`src/periph_settings.svh`:
```
/*
 * Peripheral subsystem settings.
 * Bus widths, source counts, the register map and the error word.
 */
`ifndef PERIPH_SETTINGS_SVH
`define PERIPH_SETTINGS_SVH

// bus widths
`define PERIPH_ADDR_W       8
`define PERIPH_DATA_W       32

// interrupt sources
`define PERIPH_NUM_TIMERS   2
`define PERIPH_NUM_EXT      4

// address map, timer channel k sits at base + 0x10 * k
`define PERIPH_TIMER_BASE   8'h00
`define PERIPH_IRQC_BASE    8'h20

// timer channel registers
`define PERIPH_REG_CTRL     4'h0
`define PERIPH_REG_CMP      4'h4
`define PERIPH_REG_CNT      4'h8

// interrupt controller registers
`define PERIPH_REG_PEND     4'h0
`define PERIPH_REG_EN       4'h4
`define PERIPH_REG_CLAIM    4'h8

// read data of an error response
`define PERIPH_ERR_DATA     32'hdeadbeef

`endif
```
`src/periph_pkg.sv`:
```
/*
 * Peripheral subsystem package.
 * Vector types and the register bus request and response.
 */
`default_nettype none

`include "periph_settings.svh"

package periph_pkg;

    // ------------------------------------------------------------
    // plain vectors
    // ------------------------------------------------------------
    typedef logic [`PERIPH_ADDR_W-1:0] addr_t;
    typedef logic [`PERIPH_DATA_W-1:0] data_t;

    // source id, 0 means no source
    typedef logic [$clog2(`PERIPH_NUM_TIMERS+`PERIPH_NUM_EXT+1)-1:0] irq_id_t;

    // one bit per source, timers in the low bits
    typedef logic [`PERIPH_NUM_TIMERS+`PERIPH_NUM_EXT-1:0] src_vec_t;

    typedef logic [`PERIPH_NUM_TIMERS-1:0] timer_irq_t;
    typedef logic [`PERIPH_NUM_EXT-1:0]    ext_irq_t;

    // ------------------------------------------------------------
    // register bus
    // ------------------------------------------------------------
    // one-cycle request strobe, no back-pressure
    typedef struct packed {
        logic  valid;
        logic  write;
        addr_t addr;
        data_t wdata;
    } bus_req_t;

    // response one cycle after the request
    typedef struct packed {
        logic  valid;
        logic  error;
        data_t rdata;
    } bus_rsp_t;

endpackage

`default_nettype wire

```
`src/periph_top.sv`:
```
/*
 * Peripheral subsystem top.
 * Decodes the register bus onto the timer and the interrupt
 * controller and answers unmapped accesses with an error.
 */
`timescale 1ns/1ps
`default_nettype none

`include "periph_settings.svh"

module periph_top import periph_pkg::*; (
    input  logic     clk_i,
    input  logic     arst_n_i,
    input  bus_req_t bus_req_i,
    output bus_rsp_t bus_rsp_o,
    input  ext_irq_t ext_irq_i,
    output logic     irq_o
);

    // window limits, 16 bytes per timer channel
    localparam addr_t timer_lo = addr_t'(`PERIPH_TIMER_BASE);
    localparam addr_t timer_hi = addr_t'(`PERIPH_TIMER_BASE + 16 * `PERIPH_NUM_TIMERS);
    localparam addr_t irqc_lo  = addr_t'(`PERIPH_IRQC_BASE);
    localparam addr_t irqc_hi  = addr_t'(`PERIPH_IRQC_BASE + 16);

    logic       aligned;
    logic       hit_timer;
    logic       hit_irqc;
    bus_req_t   timer_req;
    bus_req_t   irqc_req;
    data_t      timer_rdata;
    data_t      irqc_rdata;
    timer_irq_t timer_irq;
    ext_irq_t   ext_edge;

    logic valid_q;
    logic sel_timer_q;
    logic sel_irqc_q;
    logic err_q;

    // ------------------------------------------------------------
    // address decode
    // ------------------------------------------------------------
    assign aligned   = (bus_req_i.addr[1:0] == 2'b00);
    assign hit_timer = aligned && bus_req_i.addr >= timer_lo && bus_req_i.addr < timer_hi;
    assign hit_irqc  = aligned && bus_req_i.addr >= irqc_lo && bus_req_i.addr < irqc_hi;

    always_comb begin
        timer_req       = bus_req_i;
        irqc_req        = bus_req_i;
        timer_req.valid = bus_req_i.valid & hit_timer;
        irqc_req.valid  = bus_req_i.valid & hit_irqc;
    end

    always_ff @(posedge clk_i or negedge arst_n_i) begin
        if (!arst_n_i) begin
            valid_q     <= 1'b0;
            sel_timer_q <= 1'b0;
            sel_irqc_q  <= 1'b0;
            err_q       <= 1'b0;
        end else begin
            valid_q     <= bus_req_i.valid;
            sel_timer_q <= bus_req_i.valid & hit_timer;
            sel_irqc_q  <= bus_req_i.valid & hit_irqc;
            err_q       <= bus_req_i.valid & ~hit_timer & ~hit_irqc;
        end
    end

    // ------------------------------------------------------------
    // response, error word on reads and writes alike
    // ------------------------------------------------------------
    always_comb begin
        bus_rsp_o.valid = valid_q;
        bus_rsp_o.error = err_q;
        if (err_q) begin
            bus_rsp_o.rdata = `PERIPH_ERR_DATA;
        end else if (sel_timer_q) begin
            bus_rsp_o.rdata = timer_rdata;
        end else if (sel_irqc_q) begin
            bus_rsp_o.rdata = irqc_rdata;
        end else begin
            bus_rsp_o.rdata = '0;
        end
    end

    periph_timer i_timer (
        .clk_i       ( clk_i       ),
        .arst_n_i    ( arst_n_i    ),
        .req_i       ( timer_req   ),
        .rdata_o     ( timer_rdata ),
        .timer_irq_o ( timer_irq   )
    );

    periph_irq_sampler i_sampler (
        .clk_i     ( clk_i     ),
        .arst_n_i  ( arst_n_i  ),
        .ext_irq_i ( ext_irq_i ),
        .edge_o    ( ext_edge  )
    );

    periph_irq_ctrl i_irq_ctrl (
        .clk_i       ( clk_i      ),
        .arst_n_i    ( arst_n_i   ),
        .req_i       ( irqc_req   ),
        .rdata_o     ( irqc_rdata ),
        .timer_irq_i ( timer_irq  ),
        .ext_edge_i  ( ext_edge   ),
        .irq_o       ( irq_o      )
    );

endmodule

`default_nettype wire

```
`src/periph_irq_ctrl.sv`:
```
/*
 * Interrupt controller.
 * Collects timer and external pulses into pending bits, masks them
 * with an enable register and serves claims of the lowest active id.
 */
`timescale 1ns/1ps
`default_nettype none

`include "periph_settings.svh"

module periph_irq_ctrl import periph_pkg::*; (
    input  logic       clk_i,
    input  logic       arst_n_i,
    input  bus_req_t   req_i,
    output data_t      rdata_o,
    input  timer_irq_t timer_irq_i,
    input  ext_irq_t   ext_edge_i,
    output logic       irq_o
);

    addr_t      rel_addr;
    logic [3:0] reg_off;
    logic       wr_en;
    logic       rd_en;
    logic       claim_rd;
    src_vec_t   src_pulse;
    src_vec_t   active;
    src_vec_t   claim_clr;
    irq_id_t    claim_id;
    data_t      rd_word;
    data_t      rdata_q;

    src_vec_t pend_q;
    src_vec_t en_q;
    logic     irq_q;

    assign rel_addr = req_i.addr - addr_t'(`PERIPH_IRQC_BASE);
    assign reg_off  = rel_addr[3:0];
    assign wr_en    = req_i.valid & req_i.write;
    assign rd_en    = req_i.valid & ~req_i.write;
    assign claim_rd = rd_en & (reg_off == `PERIPH_REG_CLAIM);

    // ids 1..2 are timers, 3..6 external lines
    assign src_pulse = {ext_edge_i, timer_irq_i};
    assign active    = pend_q & en_q;

    // ------------------------------------------------------------
    // lowest active source
    // ------------------------------------------------------------
    always_comb begin
        claim_id  = '0;
        claim_clr = '0;
        // walk downwards so the lowest bit is taken last
        for (int i = $bits(src_vec_t) - 1; i >= 0; i--) begin
            if (active[i]) begin
                claim_id  = irq_id_t'(i + 1);
                claim_clr = src_vec_t'(1) << i;
            end
        end
    end

    // ------------------------------------------------------------
    // pending, enable and interrupt output
    // ------------------------------------------------------------
    always_ff @(posedge clk_i or negedge arst_n_i) begin
        if (!arst_n_i) begin
            pend_q <= '0;
            en_q   <= '0;
            irq_q  <= 1'b0;
        end else begin
            // a fresh pulse on the claimed source keeps it pending
            pend_q <= (pend_q & ~(claim_rd ? claim_clr : '0)) | src_pulse;
            if (wr_en && reg_off == `PERIPH_REG_EN) begin
                en_q <= req_i.wdata[$bits(src_vec_t)-1:0];
            end
            irq_q <= |active;
        end
    end

    always_comb begin
        case (reg_off)
            `PERIPH_REG_PEND:  rd_word = data_t'(pend_q);
            `PERIPH_REG_EN:    rd_word = data_t'(en_q);
            `PERIPH_REG_CLAIM: rd_word = data_t'(claim_id);
            default:           rd_word = '0;
        endcase
    end

    always_ff @(posedge clk_i) begin
        rdata_q <= rd_en ? rd_word : '0;
    end

    assign rdata_o = rdata_q;
    assign irq_o   = irq_q;

endmodule

`default_nettype wire

```
`src/periph_irq_sampler.sv`:
```
/*
 * External interrupt sampler.
 * Synchronizes the external lines and turns each rising edge into
 * a single-cycle pulse.
 */
`timescale 1ns/1ps
`default_nettype none

module periph_irq_sampler import periph_pkg::*; (
    input  logic     clk_i,
    input  logic     arst_n_i,
    input  ext_irq_t ext_irq_i,
    output ext_irq_t edge_o
);

    // two-flop synchronizer
    ext_irq_t sync1_q;
    ext_irq_t sync2_q;

    // previous synchronized level
    ext_irq_t dly_q;

    ext_irq_t edge_q;

    always_ff @(posedge clk_i or negedge arst_n_i) begin
        if (!arst_n_i) begin
            sync1_q <= '0;
            sync2_q <= '0;
            dly_q   <= '0;
            edge_q  <= '0;
        end else begin
            sync1_q <= ext_irq_i;
            sync2_q <= sync1_q;
            dly_q   <= sync2_q;
            // rising edge only, a held line fires once
            edge_q  <= sync2_q & ~dly_q;
        end
    end

    assign edge_o = edge_q;

endmodule

`default_nettype wire

```
`src/periph_timer.sv`:
```
/*
 * Compare timer with two channels.
 * Each channel counts up while enabled, pulses its interrupt on a
 * compare match and wraps to zero.
 */
`timescale 1ns/1ps
`default_nettype none

`include "periph_settings.svh"

module periph_timer import periph_pkg::*; (
    input  logic       clk_i,
    input  logic       arst_n_i,
    input  bus_req_t   req_i,
    output data_t      rdata_o,
    output timer_irq_t timer_irq_o
);

    addr_t                     rel_addr;
    logic [`PERIPH_ADDR_W-5:0] ch_sel;
    logic [3:0]                reg_off;
    logic                      wr_en;
    logic                      rd_en;
    data_t                     rd_word;
    data_t                     rdata_q;

    timer_irq_t en_q;
    timer_irq_t irq_q;
    data_t      cmp_q [`PERIPH_NUM_TIMERS];
    data_t      cnt_q [`PERIPH_NUM_TIMERS];

    // channel in the upper nibble, register offset in the lower one
    assign rel_addr = req_i.addr - addr_t'(`PERIPH_TIMER_BASE);
    assign ch_sel   = rel_addr[`PERIPH_ADDR_W-1:4];
    assign reg_off  = rel_addr[3:0];
    assign wr_en    = req_i.valid & req_i.write;
    assign rd_en    = req_i.valid & ~req_i.write;

    // ------------------------------------------------------------
    // counters and registers
    // ------------------------------------------------------------
    always_ff @(posedge clk_i or negedge arst_n_i) begin
        if (!arst_n_i) begin
            en_q  <= '0;
            irq_q <= '0;
            for (int k = 0; k < `PERIPH_NUM_TIMERS; k++) begin
                cmp_q[k] <= '0;
                cnt_q[k] <= '0;
            end
        end else begin
            for (int k = 0; k < `PERIPH_NUM_TIMERS; k++) begin
                irq_q[k] <= 1'b0;
                if (en_q[k]) begin
                    if (cnt_q[k] == cmp_q[k]) begin
                        cnt_q[k] <= '0;
                        irq_q[k] <= 1'b1;
                    end else begin
                        cnt_q[k] <= cnt_q[k] + 1'b1;
                    end
                end
                // a bus write to the count wins over counting
                if (wr_en && ch_sel == k) begin
                    case (reg_off)
                        `PERIPH_REG_CTRL: en_q[k]  <= req_i.wdata[0];
                        `PERIPH_REG_CMP:  cmp_q[k] <= req_i.wdata;
                        `PERIPH_REG_CNT:  cnt_q[k] <= req_i.wdata;
                        default: ;
                    endcase
                end
            end
        end
    end

    // ------------------------------------------------------------
    // read back
    // ------------------------------------------------------------
    always_comb begin
        rd_word = '0;
        for (int k = 0; k < `PERIPH_NUM_TIMERS; k++) begin
            if (ch_sel == k) begin
                case (reg_off)
                    `PERIPH_REG_CTRL: rd_word = data_t'(en_q[k]);
                    `PERIPH_REG_CMP:  rd_word = cmp_q[k];
                    `PERIPH_REG_CNT:  rd_word = cnt_q[k];
                    default:          rd_word = '0;
                endcase
            end
        end
    end

    // zero unless a read was strobed
    always_ff @(posedge clk_i) begin
        rdata_q <= rd_en ? rd_word : '0;
    end

    assign rdata_o     = rdata_q;
    assign timer_irq_o = irq_q;

endmodule

`default_nettype wire

```
`config.mk`:
```
export PLATFORM = sky130hd
export DESIGN_NAME = periph_top
export DESIGN_NICKNAME = d
export VERILOG_FILES = /design/src/periph_pkg.sv /design/src/periph_top.sv /design/src/periph_irq_ctrl.sv /design/src/periph_irq_sampler.sv /design/src/periph_timer.sv
export VERILOG_INCLUDE_DIRS = /design/src
export SDC_FILE = /design/constraint.sdc
export NUM_CORES = 1
export LEC_CHECK = 0
export ABC_AREA = 1
export ABC_CLOCK_PERIOD_IN_PS = 2300
export BUFFER_PORTS_ARGS = -buffer_cell sky130_fd_sc_hd__buf_2
export CORE_ASPECT_RATIO = 1.25
export CORE_MARGIN = 5
export CORE_UTILIZATION = 35
export CTS_CLUSTER_DIAMETER = 100
export DETAILED_ROUTE_END_ITERATION = 10
export PLACE_DENSITY = 0.5
export SYNTH_ARGS = -nofsm -noshare
export SYNTH_HDL_FRONTEND = slang
export SYNTH_SLANG_ARGS = --single-unit
```
`constraint.sdc`:
```
create_clock -name clk_i -period 2.3 [get_ports clk_i]
set_input_delay 0.46 -clock clk_i [delete_from_list [all_inputs] [get_ports clk_i]]
set_output_delay 0.46 -clock clk_i [all_outputs]
set_load 0.1 [all_outputs]
```
# After elaboration in Yosys (flattened, before gate mapping)
# Index checks and enable logic that the tools add are counted.
# totals
reg_bits	229
input_bits	48
out_inout_bits	35
# op_classes
n_addsub	3
magnitude_cmp	4
n_eq_ne	7
n_mux	33
bitwise_logic	18
reduce_logical	16
# op_table
operator	count
32-bit two-way mux	13
32-bit case mux with 3 select lines	2
32-bit by 1-bit adder with 32-bit output, second input constant	2
32-bit equality test	2
6-bit two-way mux	7
3-bit two-way mux	6
6-bit case mux with 3 select lines	1
8-bit by 6-bit < comparator with 1-bit output, second input constant	2
6-bit AND	2
4-bit zero test	3
1-bit AND	9
4-bit by 3-bit equality test with 1-bit output, second input constant	2
4-bit equality test, second input constant	2
8-bit by 1-bit >= comparator with 1-bit output, second input constant	1
8-bit by 6-bit >= comparator with 1-bit output, second input constant	1
2-bit AND reduction	4
1-bit logical AND	7
6-bit inverter	1
6-bit OR	1
6-bit OR reduction	1
4-bit AND	1
4-bit by 1-bit equality test with 1-bit output, second input constant	1
1-bit two-way mux	4
4-bit inverter	1
other kinds (3)	5

# Depth between registers and ports, before layout
# Gate-level depths: netlist of the first run.
# depth
word_depth	11
depth_mapped	12
depth_no_buf	12

# Cells and area by module
# From an unflattened synthesis of the first run, not the netlist that was laid out.
# unflattened
cells_unflattened	1722
area_unflattened_um2	12304.3
# modules_own_cells
mod	instances	cells_per_inst	area_per_inst_um2	seq_area_each_um2
periph_timer	1	1430	10025.9	3943.8
periph_irq_ctrl	1	141	1138.6	445.4
periph_top	1	127	699.4	100.1
periph_irq_sampler	1	24	440.4	400.4

# Worst setup path before layout of the first run
# No wires, ideal clock.
# synth_path
kind	register to output
startpoint	register sel_timer_q
endpoint	output port bus_rsp_o[4] in the netlist's numbering
arrival_ps	2097
required_ps	1840
path_slack_ps	-257
path_stages_with_launch	5
n_path_buf	1
cell_sequence	dfrtp_1 > clkbuf_1 > nor2_1 > a22oi_1 > nor2_1
# synth_rtl
item	line_no	rtl
start: declaration	periph_top.sv:37	logic sel_timer_q;
start signal: assignment	periph_top.sv:63	sel_timer_q <= bus_req_i.valid & hit_timer;
end: declaration	periph_top.sv:15	output bus_rsp_t bus_rsp_o,

==> results of run 1 <==
[stage by stage]
step	util	cells	hold slack, ns	power (mW)	area, sq um
2_1_floorplan	-	1791	0.164	4.01	12300
3_3_place_gp	0.396	2299	0.339	4.40	13700
3_5_place_dp	0.396	2299	0.336	4.40	13700
4_1_cts	0.421	2344	0.0127	8.66	14600
5_1_grt	0.421	2344	0.0186	8.81	14600
6_report	0.421	2344	0.0334	8.56	14600
[state kept, by name, summed over array words and instances, names as in the netlist]
| register | flops |
|---|---|
| i_timer.timer_irq_o | 2 |
| sel_timer_q | 1 |
| i_sampler.edge_o | 4 |
| i_sampler.sync2_q | 4 |
| i_irq_ctrl.irq_o | 1 |
| i_irq_ctrl.pend_q | 6 |
| i_timer.rdata_o | 32 |
| i_sampler.sync1_q | 4 |
| i_sampler.dly_q | 4 |
| err_q | 1 |
| i_timer.en_q | 2 |
| i_irq_ctrl.rdata_o | 6 |
| sel_irqc_q | 1 |
| i_timer.cmp_q | 64 |
| i_irq_ctrl.en_q | 6 |
| valid_q | 1 |
| i_timer.cnt_q | 64 |
[worst max-delay path: stages (launching register included)]
cell,delay [ns]
dfrtp_1,0.39
buf_6,0.27
nand2_1,0.13
nor2_2,0.15
buf_12,0.19
[layer usage]
layer,GRT usage,vias to the layer above,part of all wire
met5,0,-,0.00016
met4,0.0856,2,0.042
met3,0.0307,69,0.056
met2,0.405,375,0.50
met1,0.282,5442,0.40
li1,-,5756,-
[power groups by stage]
stage / clock network [mW] / logic, mW / registers, mW
final: 4.24 / 0.724 / 3.60
after global routing: 4.45 / 0.762 / 3.60
after CTS: 4.32 / 0.736 / 3.60
after detailed placement: 0 / 0.731 / 3.67
after global placement: 0 / 0.730 / 3.67
after floorplan: 0 / 0.345 / 3.67
[worst max-delay path by stage]
| stage | from | to | depth (start not counted) |
|---|---|---|---|
| floorplan | err_q$_DFF_PN0_ | bus_rsp_o[10] | 4 |
| global placement | bus_req_i[38] | i_timer.cnt_q[63]$_DFF_PN0_ | 10 |
| detailed placement | bus_req_i[38] | i_timer.cnt_q[58]$_DFF_PN0_ | 10 |
| CTS | sel_timer_q$_DFF_PN0_ | bus_rsp_o[4] | 4 |
| global route | i_timer.cnt_q[0]$_DFF_PN0_ | i_timer.cnt_q[18]$_DFF_PN0_ | 12 |
| finish | sel_timer_q$_DFF_PN0_ | bus_rsp_o[17] | 4 |
[area by class of cell]
class | count | area share
Clock buffer | 35 | 0.0496
Inverter | 235 | 0.0605
Timing Repair Buffer | 115 | 0.0884
Sequential cell | 203 | 0.335
Multi-Input combinational cell | 1279 | 0.416
Clock inverter | 9 | 0.0101
Tap cell | 468 | 0.0402
[cell usage in the layout (no fill, tap or decap), types with 16 or more instances in the layout]
master and count:
inv_1 231, dfrtp_1 165, nand2_1 667, clkbuf_16 25
buf_4 20, a21oi_1 40, o21ai_0 37, buf_12 43
xor2_1 38, o22ai_1 50, nand3_1 125, nand4_1 32
buf_2 49, xnor2_1 26, dfxtp_1 38, o21ai_1 48
nor2_1 129, o21ai_2 16
[cell families after synthesis]
group / Yosys count / share of synthesized area
DFF: 203 / 0.398
and+or+nand+nor: 996 / 0.335
AOI/OAI and AO/OA: 217 / 0.108
xor gates and xnor gates: 64 / 0.0456
buffers and inverters: 309 / 0.111
adders and majority gates: 2 / 0.00204
[repair_timing]
item,4_1_cts,5_1_grt
resized for setup,0,2
endpoints found under the hold margin,46,0
hold buffers,1,0
endpoints found under the setup margin,0,2
==> metrics.yaml, run 1 <==
yosysTopAreaCellShare: 0.336
r2r_slack_ns: 0.30
antenna_found_initial: 1
power.switching_mw: 2.16
synth.most_common_cell: "nand2_1"
cts_root_buf: "clkbuf_16"
register_area_sq_um: 4890
finalSetupViolations: 0
cts_inserted_buffers: 24
synth.avg_cell_area_sq_um: 6.86
crit_fanout: 32
slew_violations: 0
path_class: "register to primary output"
worst_ep_required_time_ns: 1.84
fin_crit_ns: 2.14
ys_types: 41
synth_top_cells_by_count: "668 x nand2_1, 231 x inv_1, 165 x dfrtp_1"
overflow: 0
hold_path_startpoint: "ext_irq_i[3]"
synth-edff-count: 0
globalplace.congestion: 0.943
yosysWarnings: 0
status: "completed"
clock_latency_ns: 0.53
vias_per_cell: 4.97
drtAntennaViolNets: 0
pre_cts_ws_ns: 0.147
drive_above_1_share: 0.112
finalSetupTns_ns: 0
multi_input_area_sq_um: 6060
cts_tree: "built"
finClkSkew_ns: 0.0147
min_path_type: "primary input to register"
fmax_ghz: 0.467
grt_max_degree: 65
worstMarginPinSlew_ns: 0.563
clkPwrFrac: 0.495
wirelength_um: 44700
finalWorstSetupSlack_ns: 0.158
syn2layout_area_growth_pct: 18.7
power.density_nw_per_um2: 587
n_antenna_cell: 0
syn_nets: 1841
max-vdd-ir-drop_mv: 0.444
clkTransAtPathRegs_ns: 0.06
start_kind: "register"
synth_cells: 1791
pwr-share-comb: 0.085
finalCritPeriodShare: 0.931
port_buffers: 82
synthFlopType: "dfrtp_1"
hpwl_um: 34200
nNetsFinal: 1908
sequentialPowerShare: 0.420
grt_pass1_vias: 11400
hold_path_depth: 1
cap_violations: 0
cts_buffer_depth: 3
synth.largest_area_cell: "dfrtp_1"
ys_ff_latch: 203
r2r-start: "i_timer.cnt_q[0]$_DFF_PN0_"
drtIter0Drc: 828
crit_path_end_kind: "primary output"
die_area_sq_um: 39000
slew-limit-headroom: 0.625
netSwitchingFraction: 0.252
worstPathArrival_ns: 1.68
syn_area_sq_um: 12300
r2r_end: "i_timer.cnt_q[18]$_DFF_PN0_"
leakage_nw: 6.95
netlist_top_cells_area: "dfrtp_1 34%, nand2_1 20%, inv_1 7.1%, dfxtp_1 6.2%, nand3_1 5.1%"
vias: 11600
finalHoldViolations: 0
initial_utilization: 0.355
placementRows: 76
die_width_um: 178
cts_num_sinks: 203
min_delay_worst_endpoint: "i_sampler.sync1_q[3]$_DFF_PN0_"
rr_worst_depth: 12
routedWlPerCell_um: 19.1
drc_errors: 0
htree_levels: 1
fillers: 3719
post-cts-setup-buffer-count: 0
p_int_mw: 6.40
firstDrtPassIters: 5
io_pins: 83
grt_pass1_wl_um: 68000
fp.dieH_um: 219
rsz0062_at_grt: "false"
grt_usage: 0.228
ys_seq_area_frac: 0.398
async_flop_share: 0.813
core-area_sq_um: 34600
(Power assumes the default switching activity.)
==> run 2: changes to the inputs <==
--- a/config.mk
+++ b/config.mk
@@ -14,6 +14,7 @@
 export CORE_UTILIZATION = 35
 export CTS_CLUSTER_DIAMETER = 100
 export DETAILED_ROUTE_END_ITERATION = 10
+export HOLD_SLACK_MARGIN = 0.12
 export PLACE_DENSITY = 0.5
 export SYNTH_ARGS = -nofsm -noshare
 export SYNTH_HDL_FRONTEND = slang
==> run 2 against run 1 <==
Effect of this change:
- final cell count up 0.21%
- sequential cell count unchanged
- combinational power grew 1%
- power is 0.11% higher
- first-iteration DRC count is 2.2% higher
- design area up 0.34%
- global-route usage is essentially flat
- die area unchanged
- register-to-register slack lost 0.02 ns
- clock skew increased by 0.0017 ns
- wire length increased by 0.15%
- critical path type unchanged
- critical endpoint unchanged
==> metrics.yaml, run 2 (synthesis gave the netlist of run 1 again) <==
status: "completed"
cts_buffer_depth: 3
worstMarginPinSlew_ns: 0.560
clock_latency_ns: 0.53
clkTransAtPathRegs_ns: 0.06
overflow: 0
max-vdd-ir-drop_mv: 0.447
cts_inserted_buffers: 24
finalHoldViolations: 0
cap_violations: 0
cts_tree: "built"
pre_cts_ws_ns: 0.147
placementRows: 76
finalWorstSetupSlack_ns: 0.154
path_class: "register to primary output"
critPathSlowestCell: "dfrtp_1"
finalCritPeriodShare: 0.933
die_width_um: 178
die_area_sq_um: 39000
finClkSkew_ns: 0.0164
start_kind: "register"
r2r_slack_ns: 0.28
cts_root_buf: "clkbuf_16"
fillers: 3716
vias_per_cell: 4.95
grt_pass1_vias: 11400
finalSetupTns_ns: 0
wirelength_um: 44700
drtIter0Drc: 846
drc_errors: 0
worst_ep_required_time_ns: 1.84
core-area_sq_um: 34600
grt_usage: 0.229
vias: 11600
drtAntennaViolNets: 0
power.density_nw_per_um2: 586
worstPathArrival_ns: 1.69
rsz0062_at_grt: "false"
slowest_delay_ns: 0.39
grt_pass1_wl_um: 68100
critical-path-top-delay-family: "buffers and inverters"
drive_above_1_share: 0.112
final_cell_mix: "667 x nand2_1, 231 x inv_1, 165 x dfrtp_1"
initial_utilization: 0.355
firstDrtPassIters: 5
slew-limit-headroom: 0.626
crit_path_end_kind: "primary output"
layout_commonest_cell: "nand2_1"
fp.dieH_um: 219
multi_input_area_sq_um: 6060
min_path_type: "primary input to register"
port_buffers: 82
fin_crit_ns: 2.15
post-cts-setup-buffer-count: 0
nNetsFinal: 1913
cts_num_sinks: 203
slew_violations: 0
grt_max_degree: 65
n_antenna_cell: 0
register_area_sq_um: 4890
finalSetupViolations: 0
io_pins: 83
routedWlPerCell_um: 19.0
leakage_nw: 6.98
syn2layout_area_growth_pct: 19.1
htree_levels: 1
fmax_ghz: 0.466
worstPathBufferInverterCount: 2
globalplace.congestion: 0.943
antenna_found_initial: 1
crit_fanout: 32
crit_chain: "buf_6 > nand2_1 > nor2_2 > buf_12"
hpwl_um: 34200
## run 2: repair_timing
action / in CTS / in global routing
endpoints found under the hold margin: 51 / 0
hold buffers: 6 / 0
setup endpoints to repair: 0 / 2
gates resized for setup: 0 / 2
## run 2: path summary, 6_finish.rpt
check,cells past startpoint,start,end
max in group asynchronous,3,arst_n_i,i_timer.cmp_q[31]$_DFFE_PN0P_
worst max register to register,11,i_timer.cnt_q[0]$_DFF_PN0_,i_timer.cnt_q[18]$_DFF_PN0_
worst max-delay path,4,sel_timer_q$_DFF_PN0_,bus_rsp_o[17]
worst min-delay path,3,bus_req_i[31],i_timer.cnt_q[63]$_DFF_PN0_
worst min register to register,0,i_sampler.sync1_q[3]$_DFF_PN0_,i_sampler.sync2_q[3]$_DFF_PN0_
min in group asynchronous,2,arst_n_i,i_sampler.sync2_q[1]$_DFF_PN0_
## run 2: area by class of cell
class | count | share of cell area
multi-input cells | 1279 | 0.414
clock inverters | 9 | 0.0101
inverters | 235 | 0.0603
repair buffers | 120 | 0.0915
clock buffers | 35 | 0.0494
well taps | 468 | 0.0400
flip-flops and latches | 203 | 0.334
## run 2: through the flow
step / cell area, sq um / hold slack (ns) / instances / total power, mW / util
2_1_floorplan: 12300 / 0.164 / 1791 / 4.01 / -
3_3_place_gp: 13700 / 0.339 / 2299 / 4.40 / 0.396
3_5_place_dp: 13700 / 0.336 / 2299 / 4.40 / 0.396
4_1_cts: 14600 / 0.223 / 2349 / 8.66 / 0.422
5_1_grt: 14600 / 0.226 / 2349 / 8.82 / 0.423
6_report: 14600 / 0.238 / 2349 / 8.57 / 0.423
## run 2: worst reg2reg max path: stages (launching register included)
cell,delay [ns]
dfrtp_1,0.43
ha_1,0.21
nand2_1,0.08
nor2_1,0.17
nand2_1,0.15
nor2_1,0.24
inv_1,0.07
nor2_1,0.23
nand3_1,0.13
nand2_1,0.09
nand3_1,0.07
nand2_1,0.07
## run 2: power by group
group	switching [mW]	internal (mW)	total, mW
Sequential	0.0151	3.58	3.60
Clock	1.62	2.62	4.24
Combinational	0.531	0.200	0.731
## run 2: layer usage
metal	vias to the layer above	share of wire	global-route usage
met5	-	0.00016	0
met4	2	0.042	0.0856
met3	71	0.051	0.0307
met2	349	0.50	0.406
met1	5450	0.41	0.282
li1	5766	-	-
